**src/sap_params.svh**
```systemverilog
// ---------------------------------------------------------------------------
// SAP accumulator computer parameters
// Data, address and memory sizes shared by the package and the datapath
// ---------------------------------------------------------------------------

`ifndef SAP_PARAMS_SVH
`define SAP_PARAMS_SVH

// Data bus and instruction word width
`define SAP_DATA_W 8

// Program counter and memory address width
`define SAP_ADDR_W 4

`define SAP_RAM_DEPTH 16   // Words of program and data memory

`endif

```
**src/sap_pkg.sv**
```systemverilog
// ---------------------------------------------------------------------------
// SAP shared types
// Data and address types, opcodes, sequencer stages and the control word
// ---------------------------------------------------------------------------
`default_nettype none

`include "sap_params.svh"

package sap_pkg;

    typedef logic [`SAP_DATA_W-1:0] data_t;
    typedef logic [`SAP_ADDR_W-1:0] addr_t;
    typedef logic [3:0]             opcode_t;

    localparam opcode_t OP_HLT = 4'h0;
    localparam opcode_t OP_NOP = 4'h1;
    localparam opcode_t OP_ADD = 4'h2;
    localparam opcode_t OP_SUB = 4'h3;
    localparam opcode_t OP_LDA = 4'h4;
    localparam opcode_t OP_OUT = 4'h5;
    localparam opcode_t OP_STA = 4'h6;
    localparam opcode_t OP_JMP = 4'h7;

    typedef enum logic [2:0] {
        T0   = 3'd0,
        T1   = 3'd1,
        T2   = 3'd2,
        T3   = 3'd3,
        T4   = 3'd4,
        T5   = 3'd5,
        IDLE = 3'd6,   // Holding stage between passes
        HALT = 3'd7    // Parked until reset
    } stage_t;

    // Control word, MSB first; suffix _n marks an active low strobe
    typedef struct packed {
        logic pc_inc;
        logic pc_en;
        logic pc_load;
        logic mar_addr_load_n;
        logic mar_mem_load_n;
        logic ram_en_n;
        logic ram_load_n;
        logic ir_load_n;
        logic ir_en_n;
        logic rega_load_n;
        logic rega_en;
        logic alu_sub;
        logic regb_en;
        logic regb_load_n;
        logic out_load_n;
    } ctrl_t;

    localparam ctrl_t CTRL_IDLE = 15'b000_1111_1110_0011;   // Every strobe inactive

endpackage

`default_nettype wire

```
**src/sap_control.sv**
```systemverilog
// ---------------------------------------------------------------------------
// SAP micro-sequencer
// Steps each instruction through stages T0..T5 on the rising edge and
// decodes the control word on the falling edge, so the datapath acts on
// the next rising edge. Also runs the byte-loading passes of programming
// ---------------------------------------------------------------------------
`default_nettype none

module sap_control (
    input  wire logic              clk,
    input  wire logic              resetn,
    input  wire sap_pkg::opcode_t  opcode,
    input  wire logic              prog_sync,
    output sap_pkg::ctrl_t         ctrl,
    output logic                   read_ui_in,
    output logic                   done_load,
    output logic                   ready,
    output logic                   halted
);

    sap_pkg::stage_t stage;
    logic            halt_flag;
    sap_pkg::ctrl_t  ctrl_next;
    logic            read_next;
    logic            done_next;
    logic            ready_next;

    // Stage counter and halt flag
    always_ff @(posedge clk) begin
        if (!resetn) begin
            stage     <= sap_pkg::IDLE;
            halt_flag <= 1'b0;
        end else begin
            if (stage == sap_pkg::T3 && !prog_sync && opcode == sap_pkg::OP_HLT)
                halt_flag <= 1'b1;
            if (halt_flag) begin
                stage <= sap_pkg::HALT;
            end else begin
                case (stage)
                    sap_pkg::IDLE: stage <= sap_pkg::T0;
                    sap_pkg::T0:   stage <= sap_pkg::T1;
                    sap_pkg::T1:   stage <= sap_pkg::T2;
                    sap_pkg::T2:   stage <= sap_pkg::T3;
                    sap_pkg::T3:   stage <= sap_pkg::T4;
                    sap_pkg::T4:   stage <= sap_pkg::T5;
                    sap_pkg::T5:   stage <= sap_pkg::IDLE;
                    default:       stage <= sap_pkg::HALT;
                endcase
            end
        end
    end

    assign halted = halt_flag;

    // Micro-operation table
    always_comb begin
        ctrl_next  = sap_pkg::CTRL_IDLE;
        read_next  = 1'b0;
        done_next  = 1'b0;
        ready_next = 1'b0;
        case (stage)
            sap_pkg::T0: begin
                ctrl_next.pc_en           = 1'b1;   // MAR <= PC
                ctrl_next.mar_addr_load_n = 1'b0;
                ready_next                = 1'b1;
            end
            sap_pkg::T1: ctrl_next.pc_inc = 1'b1;
            sap_pkg::T2: begin
                if (!prog_sync) begin
                    ctrl_next.ram_en_n  = 1'b0;     // IR <= RAM[MAR]
                    ctrl_next.ir_load_n = 1'b0;
                end
            end
            sap_pkg::T3: begin
                if (prog_sync) begin
                    read_next                = 1'b1;   // MDR <= input byte
                    ctrl_next.mar_mem_load_n = 1'b0;
                end else begin
                    case (opcode)
                        sap_pkg::OP_ADD, sap_pkg::OP_SUB, sap_pkg::OP_LDA,
                        sap_pkg::OP_STA: begin
                            ctrl_next.ir_en_n         = 1'b0;   // MAR <= operand
                            ctrl_next.mar_addr_load_n = 1'b0;
                        end
                        sap_pkg::OP_OUT: begin
                            ctrl_next.rega_en    = 1'b1;
                            ctrl_next.out_load_n = 1'b0;
                        end
                        sap_pkg::OP_JMP: begin
                            ctrl_next.ir_en_n = 1'b0;   // PC <= operand
                            ctrl_next.pc_load = 1'b1;
                        end
                        default: ;
                    endcase
                end
            end
            sap_pkg::T4: begin
                if (prog_sync) begin
                    ctrl_next.ram_load_n = 1'b0;
                    done_next            = 1'b1;
                end else begin
                    case (opcode)
                        sap_pkg::OP_ADD, sap_pkg::OP_SUB: begin
                            ctrl_next.ram_en_n    = 1'b0;
                            ctrl_next.regb_load_n = 1'b0;
                        end
                        sap_pkg::OP_LDA: begin
                            ctrl_next.ram_en_n    = 1'b0;
                            ctrl_next.rega_load_n = 1'b0;
                        end
                        sap_pkg::OP_STA: begin
                            ctrl_next.rega_en        = 1'b1;   // MDR <= A
                            ctrl_next.mar_mem_load_n = 1'b0;
                        end
                        default: ;
                    endcase
                end
            end
            sap_pkg::T5: begin
                if (!prog_sync) begin
                    case (opcode)
                        sap_pkg::OP_ADD, sap_pkg::OP_SUB: begin
                            ctrl_next.alu_sub     = (opcode == sap_pkg::OP_SUB);
                            ctrl_next.regb_en     = 1'b1;
                            ctrl_next.rega_load_n = 1'b0;
                        end
                        sap_pkg::OP_STA: ctrl_next.ram_load_n = 1'b0;
                        default: ;
                    endcase
                end
            end
            default: ;   // IDLE and HALT drive nothing
        endcase
    end

    // Decoded half a cycle ahead of the datapath edge
    always_ff @(negedge clk) begin
        if (!resetn) begin
            ctrl       <= sap_pkg::CTRL_IDLE;
            read_ui_in <= 1'b0;
            done_load  <= 1'b0;
            ready      <= 1'b0;
        end else begin
            ctrl       <= ctrl_next;
            read_ui_in <= read_next;
            done_load  <= done_next;
            ready      <= ready_next;
        end
    end

endmodule

`default_nettype wire

```
**src/sap_datapath.sv**
```systemverilog
// ---------------------------------------------------------------------------
// SAP datapath
// Program counter, memory address and data registers, 16-word RAM,
// instruction register, accumulator A, operand register B and the
// adder-subtractor, all joined by one shared 8-bit bus
// ---------------------------------------------------------------------------
`default_nettype none

`include "sap_params.svh"

module sap_datapath (
    input  wire logic              clk,
    input  wire logic              resetn,
    input  wire sap_pkg::ctrl_t    ctrl,
    input  wire logic              read_ui_in,
    input  wire sap_pkg::data_t    in_byte,
    output sap_pkg::opcode_t       opcode,
    output sap_pkg::data_t         reg_a
);

    sap_pkg::addr_t pc;
    sap_pkg::addr_t mar;
    sap_pkg::data_t mdr;
    sap_pkg::data_t ir;
    sap_pkg::data_t reg_b;
    sap_pkg::data_t ram [`SAP_RAM_DEPTH];
    sap_pkg::data_t ram_rdata;
    sap_pkg::data_t alu_out;
    sap_pkg::data_t bus;

    assign ram_rdata = ram[mar];   // Asynchronous read
    assign alu_out   = ctrl.alu_sub ? reg_a - reg_b : reg_a + reg_b;

    // Bus source select, one enable is active at a time
    always_comb begin
        if (read_ui_in)
            bus = in_byte;
        else if (ctrl.pc_en)
            bus = sap_pkg::data_t'(pc);
        else if (!ctrl.ir_en_n)
            bus = sap_pkg::data_t'(ir[`SAP_ADDR_W-1:0]);
        else if (!ctrl.ram_en_n)
            bus = ram_rdata;
        else if (ctrl.rega_en)
            bus = reg_a;
        else if (ctrl.regb_en)
            bus = alu_out;
        else
            bus = '0;
    end

    // Program counter, jump wins over increment
    always_ff @(posedge clk) begin
        if (!resetn)
            pc <= '0;
        else if (ctrl.pc_load)
            pc <= bus[`SAP_ADDR_W-1:0];
        else if (ctrl.pc_inc)
            pc <= pc + 1'b1;
    end

    // Memory address and memory data registers
    always_ff @(posedge clk) begin
        if (!ctrl.mar_addr_load_n)
            mar <= bus[`SAP_ADDR_W-1:0];
        if (!ctrl.mar_mem_load_n)
            mdr <= bus;
    end

    always_ff @(posedge clk) begin
        if (!ctrl.ram_load_n)
            ram[mar] <= mdr;
    end

    // Instruction register, accumulator and operand register
    always_ff @(posedge clk) begin
        if (!resetn) begin
            ir    <= '0;
            reg_a <= '0;
            reg_b <= '0;
        end else begin
            if (!ctrl.ir_load_n)
                ir <= bus;
            if (!ctrl.rega_load_n)
                reg_a <= bus;
            if (!ctrl.regb_load_n)
                reg_b <= bus;
        end
    end

    assign opcode = ir[`SAP_DATA_W-1:`SAP_ADDR_W];   // Upper nibble

endmodule

`default_nettype wire

```
**src/sap_output.sv**
```systemverilog
// ---------------------------------------------------------------------------
// SAP output register
// Captures the accumulator on OUT and flags each load with a valid pulse
// ---------------------------------------------------------------------------
`default_nettype none

module sap_output (
    input  wire logic            clk,
    input  wire logic            resetn,
    input  wire logic            out_load_n,
    input  wire sap_pkg::data_t  reg_a,
    output sap_pkg::data_t       out_data,
    output logic                 out_valid
);

    always_ff @(posedge clk) begin
        if (!out_load_n)
            out_data <= reg_a;
    end

    // High for the one cycle after each load
    always_ff @(posedge clk) begin
        if (!resetn)
            out_valid <= 1'b0;
        else
            out_valid <= !out_load_n;
    end

endmodule

`default_nettype wire

```
**src/sap_prog_port.sv**
```systemverilog
// ---------------------------------------------------------------------------
// SAP input port
// Brings the asynchronous programming switch into the clock domain and
// registers the external byte so it is steady when the sequencer reads it
// ---------------------------------------------------------------------------
`default_nettype none

module sap_prog_port (
    input  wire logic            clk,
    input  wire logic            resetn,
    input  wire logic            programming,
    input  wire sap_pkg::data_t  ui_in,
    output logic                 prog_sync,
    output sap_pkg::data_t       in_byte
);

    logic prog_meta;   // First synchronizer stage
    logic prog_hold;   // Second synchronizer stage

    // Two-flop synchronizer for the switch level
    always_ff @(posedge clk) begin
        if (!resetn) begin
            prog_meta <= 1'b0;
            prog_hold <= 1'b0;
        end else begin
            prog_meta <= programming;
            prog_hold <= prog_meta;
        end
    end

    assign prog_sync = prog_hold;

    // Byte is sampled every cycle, so it has long settled by T3
    always_ff @(posedge clk) begin
        in_byte <= ui_in;
    end

endmodule

`default_nettype wire

```
**src/sap_top.sv**
```systemverilog
// ---------------------------------------------------------------------------
// SAP computer top level
// Input port, micro-sequencer, datapath and output register
// ---------------------------------------------------------------------------
`default_nettype none

module sap_top (
    input  wire logic            clk,
    input  wire logic            resetn,
    input  wire logic            programming,
    input  wire sap_pkg::data_t  ui_in,
    output sap_pkg::data_t       out_data,
    output logic                 out_valid,
    output logic                 done_load,
    output logic                 ready,
    output logic                 halted
);

    logic             prog_sync;
    sap_pkg::data_t   in_byte;
    sap_pkg::ctrl_t   ctrl;
    logic             read_ui_in;
    sap_pkg::opcode_t opcode;
    sap_pkg::data_t   reg_a;

    sap_prog_port u_prog_port (
        .clk         (clk),
        .resetn      (resetn),
        .programming (programming),
        .ui_in       (ui_in),
        .prog_sync   (prog_sync),
        .in_byte     (in_byte)
    );

    sap_control u_control (
        .clk        (clk),
        .resetn     (resetn),
        .opcode     (opcode),
        .prog_sync  (prog_sync),
        .ctrl       (ctrl),
        .read_ui_in (read_ui_in),
        .done_load  (done_load),
        .ready      (ready),
        .halted     (halted)
    );

    sap_datapath u_datapath (
        .clk        (clk),
        .resetn     (resetn),
        .ctrl       (ctrl),
        .read_ui_in (read_ui_in),
        .in_byte    (in_byte),
        .opcode     (opcode),
        .reg_a      (reg_a)
    );

    sap_output u_output (
        .clk        (clk),
        .resetn     (resetn),
        .out_load_n (ctrl.out_load_n),   // Only the OUT strobe leaves the core
        .reg_a      (reg_a),
        .out_data   (out_data),
        .out_valid  (out_valid)
    );

endmodule

`default_nettype wire

```
**config.mk**
```make
export PLATFORM = sky130hd
export DESIGN_NAME = sap_top
export DESIGN_NICKNAME = d
export VERILOG_FILES = /design/src/sap_pkg.sv /design/src/sap_control.sv /design/src/sap_datapath.sv /design/src/sap_output.sv /design/src/sap_prog_port.sv /design/src/sap_top.sv
export VERILOG_INCLUDE_DIRS = /design/src
export SDC_FILE = /design/constraint.sdc
export NUM_CORES = 1
export LEC_CHECK = 0
export ABC_AREA = 1
export BUFFER_PORTS_ARGS = -buffer_cell sky130_fd_sc_hd__buf_2
export CAP_MARGIN = 40
export CORE_UTILIZATION = 43
export CTS_CLUSTER_SIZE = 8
export DETAILED_ROUTE_END_ITERATION = 6
export HOLD_SLACK_MARGIN = 0.06
export PLACE_DENSITY = 0.67
export SYNTH_ARGS = -nofsm -noshare
export SYNTH_HDL_FRONTEND = slang
export SYNTH_HIERARCHICAL = 1
export SYNTH_SLANG_ARGS = --single-unit
```
**constraint.sdc**
```tcl
create_clock -name clk -period 3.01 [get_ports clk]
set_input_delay 0.301 -clock clk [delete_from_list [all_inputs] [get_ports clk]]
set_output_delay 0.301 -clock clk [all_outputs]
set_load 0.005 [all_outputs]
```
Yosys cells after proc, flatten, opt, wreduce, memory -nomap -nowiden:

Memories as Yosys holds them, arrays and structs flattened. A register that Yosys moved wholly into a read port is not among the register bits.
Index checks and enable logic that the tools add are counted.

* eq/ne operators: 12
* bitwise gates (word level): 4
* add/subtract/negate cells: 3
* reduce and logical (&&, ||, !) cells: 18
* multiplexer cells: 40

Operators by type and width (count)
* 2-to-1 mux 8 bit: 7
* 2-to-1 mux 1 bit: 21
* case mux 3 bit (7 select lines): 1
* == test 4 x 3 -> 1 bit (second input constant): 4
* 2-to-1 mux 4 bit: 3
* case mux 1 bit (2 select lines): 6
* == test 3 bit (second input constant): 3
* OR reduction 3 bit: 3
* adder 8 bit: 1
* == test 4 x 2 -> 1 bit (second input constant): 2
* OR reduction 4 bit: 2
* subtractor 8 bit: 1
* == test 3 x 2 -> 1 bit (second input constant): 2
* AND reduction 2 bit: 3
* OR reduction 5 bit: 1
* adder 4 x 1 -> 4 bit (second input constant): 1
* logical NOT 4 bit: 1
* 2-to-1 mux 2 bit: 2
* NOT 1 bit: 4
* OR reduction 2 bit: 2
* == test 3 x 1 -> 1 bit (second input constant): 1
* logical NOT 3 bit: 1
* logical AND 1 bit: 2
* logical NOT 1 bit: 2
* nonzero test 2 bit: 1

* output and inout port bits: 12
* memories kept: 1
* register bits: 80
* RAM bits: 128

Memories
* u_datapath.ram: depth 16, width 8, read ports 1, clocked after memory_dff 1, wr ports 1, RTL line sap_datapath.sv:26 `` sap_pkg::data_t ram [`SAP_RAM_DEPTH]; ``

Depth between registers and ports, before layout:

* word-level depth: 9
* gate-level depth with buffers: 19
* gate-level depth less buffers: 19

By module:

The synthesis kept the hierarchy.

Modules (own cells, without submodules)
* sap_datapath: times used 1, area each 7698.6 um2, cells an instance 796
* sap_control: times used 1, area each 804.5 um2, cells an instance 103
* sap_output: times used 1, area each 274.0 um2, cells an instance 12
* sap_prog_port: times used 1, area each 215.2 um2, cells an instance 14

==> reports/metrics.cfg <==
[yosys]
post_synth.cell_area_avg_um2=9.72
synth_area_leaders=edfxtp_1, dfxtp_1, nand2_1
yosys.area.top_type=edfxtp_1
synth_mux_area_share_pct=0
synth_compound_gate_area_share_pct=6.66
synth_top_family_by_area=simple AND/OR/NAND/NOR gates
syn_area_mm2=0.00899
ys_seq_area_share_pct=63.7
yosys.area_share.xor_xnor_pct=0.487
synth_top_area_share_pct=49.4
ys_types=36
synth_fp_nets=946
ys_seq_elements=212
synth_fa_ha_area_share_pct=1.47
synthCells=925
synth-simple-area-share_pct=21.4
yosysWarnings=6

[run_status]
status=complete, but fails checks
violations=negative setup slack

[route]
ant_nets=0
drt_pre_antenna_iters=5
via_count=6798
wire_per_inst_um=16.8
vias_per_cell=5.16
drt-initial-drc-count=617
drcViolationCount=0
drt_wl_total_mm=22.1

[cells_and_area]
fin_nets=1044
drive_gt1_share_pct=18.8
layout_common_cells=nand2_1, edfxtp_1, nand3_1
fin_util_pct=54.3
mostFrequentLayoutCell=nand2_1
fill_cells=1783
antenna_cells=0
area_growth_pct=22.9

[hold_path]
hold_depth=3
hold_class=primary input to flop
hp-start=resetn

[pwr]
irDropWorstVdd_v=0.000529
p_leak_nw=4.56
power_w=0.00917
powerDensity_mw_per_mm2=829

[floorplan]
initial_core_util_pct=44.2
core_area_mm2=0.0204
die_area_mm2=0.0215
ios=23
row_count=52
die_h_um=147
die_x_um=147

[placement]
pre_cts_slack_ns=-0.657
dpl.hpwl_mm=14.2
gp_congestion=0.887
place.port_buffers=22

[critical_path]
critPathKind=flop to flop
cp_slowest_stage_delay_ns=0.38
r2r_setup_slack_ns=-0.67
cp_max_fo=6
crit_path_frequent_cell=nand2_1
crit_slowest_cell=dfxtp_4
r2r-start=u_control/ctrl[3]
worstPathArrival_ns=4.11
cp-start-kind=flop
r2r-end=u_datapath/reg_a[4]
cp.required_ns=3.44
end_kind=flop
r2r_cells=15
path_cells=inv_4 > nand2_4 > xor2_1 > inv_1 > ha_4 > nand2_1 > nand2_1 > a31oi_1 > or2_4 > nand3_2 > a21oi_1 > nand2_1 > nand2_2 > o21ai_1 > inv_1

[clock_network]
clkTransAtPathRegs_ns=0.05
cts_made_buffers=30
cts_tree=yes
cts_sinks=212
clockBufferDepth=3
h-tree-depth=1
clkLatencyLatePin_ns=0.59
cts.root.buffer_cell=clkbuf_16

[global_route]
antenna_found_initial=0
grt_pass1_wl_mm=34.9
grt_start_max_net_pins=40
grt_use_total_pct=20.9
grt_pass1_vias=6582
grt_overflow_total=0

[sta]
rsz0062_at_grt=true
holdWs_ns=0.187
finalHoldViolations=0
tightest_slew_ns=0.714
skew_ns=0.0588
timing.final.ws_setup_ns=-0.673
slew_viol_final=0
setup_viol=37
max-slew-margin-rel_pct=52.4

[run]
max_cap_viol_count=0

[area by class of cell]
class | instances | area, um^2 | share of cell area, %
clock inverter | 30 | 180 | 1.63
tap | 270 | 338 | 3.06
sequential | 212 | 5730 | 51.8
inverter | 93 | 355 | 3.21
timing repair buffer | 88 | 648 | 5.86
multi-input combinational | 581 | 2970 | 26.9
clock buffer | 43 | 830 | 7.50
[metal layers]
| layer | part of all wire, % | track usage (%) | wire length, um |
|---|---|---|---|
| met5 | 0 | 0 | 0 |
| met2 | 49 | 35.5 | 10800 |
| met3 | 6.3 | 3.31 | 1400 |
| met1 | 42 | 27.1 | 9330 |
| met4 | 2.5 | 6.88 | 551 |
[logic make-up (layout without fill, tap and decap cells)]
kind of cell | after synthesis | count (layout)
compound gates | 114 | 114
xor+xnor | 5 | 5
fa+ha+maj | 10 | 10
buf+inv | 132 | 254
flops | 212 | 212
simple gates | 452 | 452
[how the worst max path moves through the flow]
stage / slack (ns) / startpoint / end
floorplan: -0.38 / u_control/ctrl[3] / u_datapath/mdr[7]
global placement: -0.67 / u_control/ctrl[3] / u_datapath/mdr[7]
detailed placement: -0.66 / u_control/ctrl[3] / u_datapath/ir[6]
CTS: -0.60 / u_control/ctrl[3] / u_datapath/reg_a[5]
global route: -0.80 / u_control/ctrl[3] / u_datapath/reg_a[5]
finish: -0.67 / u_control/ctrl[3] / u_datapath/reg_a[4]
[Yosys cell counts, drive strengths merged]
library cell and number:
dfxtp 64, buf 27, edfxtp 148, a22oi 3, o2111ai 1, o21ai 47
clkbuf 11, nand4 3, clkinv 2, o22ai 1, inv 92, a211oi 1
nand3 115, a21oi 55, a31oi 1, nor4 1, fa 1, nand3b 1
nand2 225, nor3 12, or2 2, o211ai 5, xor2 5, nor2 92
nand2b 1, ha 9
[state kept, by name, summed over array words and instances, names as in the netlist, named ones only]
register               flops
u_datapath/reg_a           8
u_output/out_valid         1
u_datapath/ir              8
u_datapath/pc              4
u_control/stage            2
u_prog_port/prog_meta      1
u_control/halted           1
u_datapath/reg_b           8
u_datapath/mdr             8
u_prog_port/in_byte        8
u_output/out_data          8
u_datapath/mar             4
u_control/ready            1
u_control/ctrl            14
u_control/read_ui_in       1
u_prog_port/prog_sync      1
u_datapath/ram           128
u_control/done_load        1
[through the flow]
step | instance area, um^2 | setup TNS [ns] | instances
floorplan | 9070 | -10.62 | 925
global placement | 9700 | -18.88 | 1230
detailed placement | 9700 | -19.34 | 1230
CTS | 10900 | -18.42 | 1316
global route | 11100 | -25.06 | 1317
finish | 11100 | -20.10 | 1317
[worst max-delay path, delay by kind of cell, from the launching register on]
family	cells	cell delay (ns)
xor+xnor	1	0.17
compound gates	3	0.27
simple gates	7	0.66
flops	1	0.38
buf+inv	3	0.20
fa+ha+maj	1	0.32
[where the power goes]
group,internal (W),switching (W),total [W]
Combinational,0.000773,0.00131,0.00208
Clock,0.00210,0.00126,0.00336
Sequential,0.00343,0.000293,0.00372
Total,0.00630,0.00287,0.00917
[what timing repair did]
item,4_1_cts,5_1_grt
gates resized for setup,24,32
setup buffers,5,1
pin swaps,12,13
endpoints found under the hold margin,9,0
hold buffers,9,0
setup endpoints to repair,45,44
Note: power is estimated with default switching activity, not from simulation.
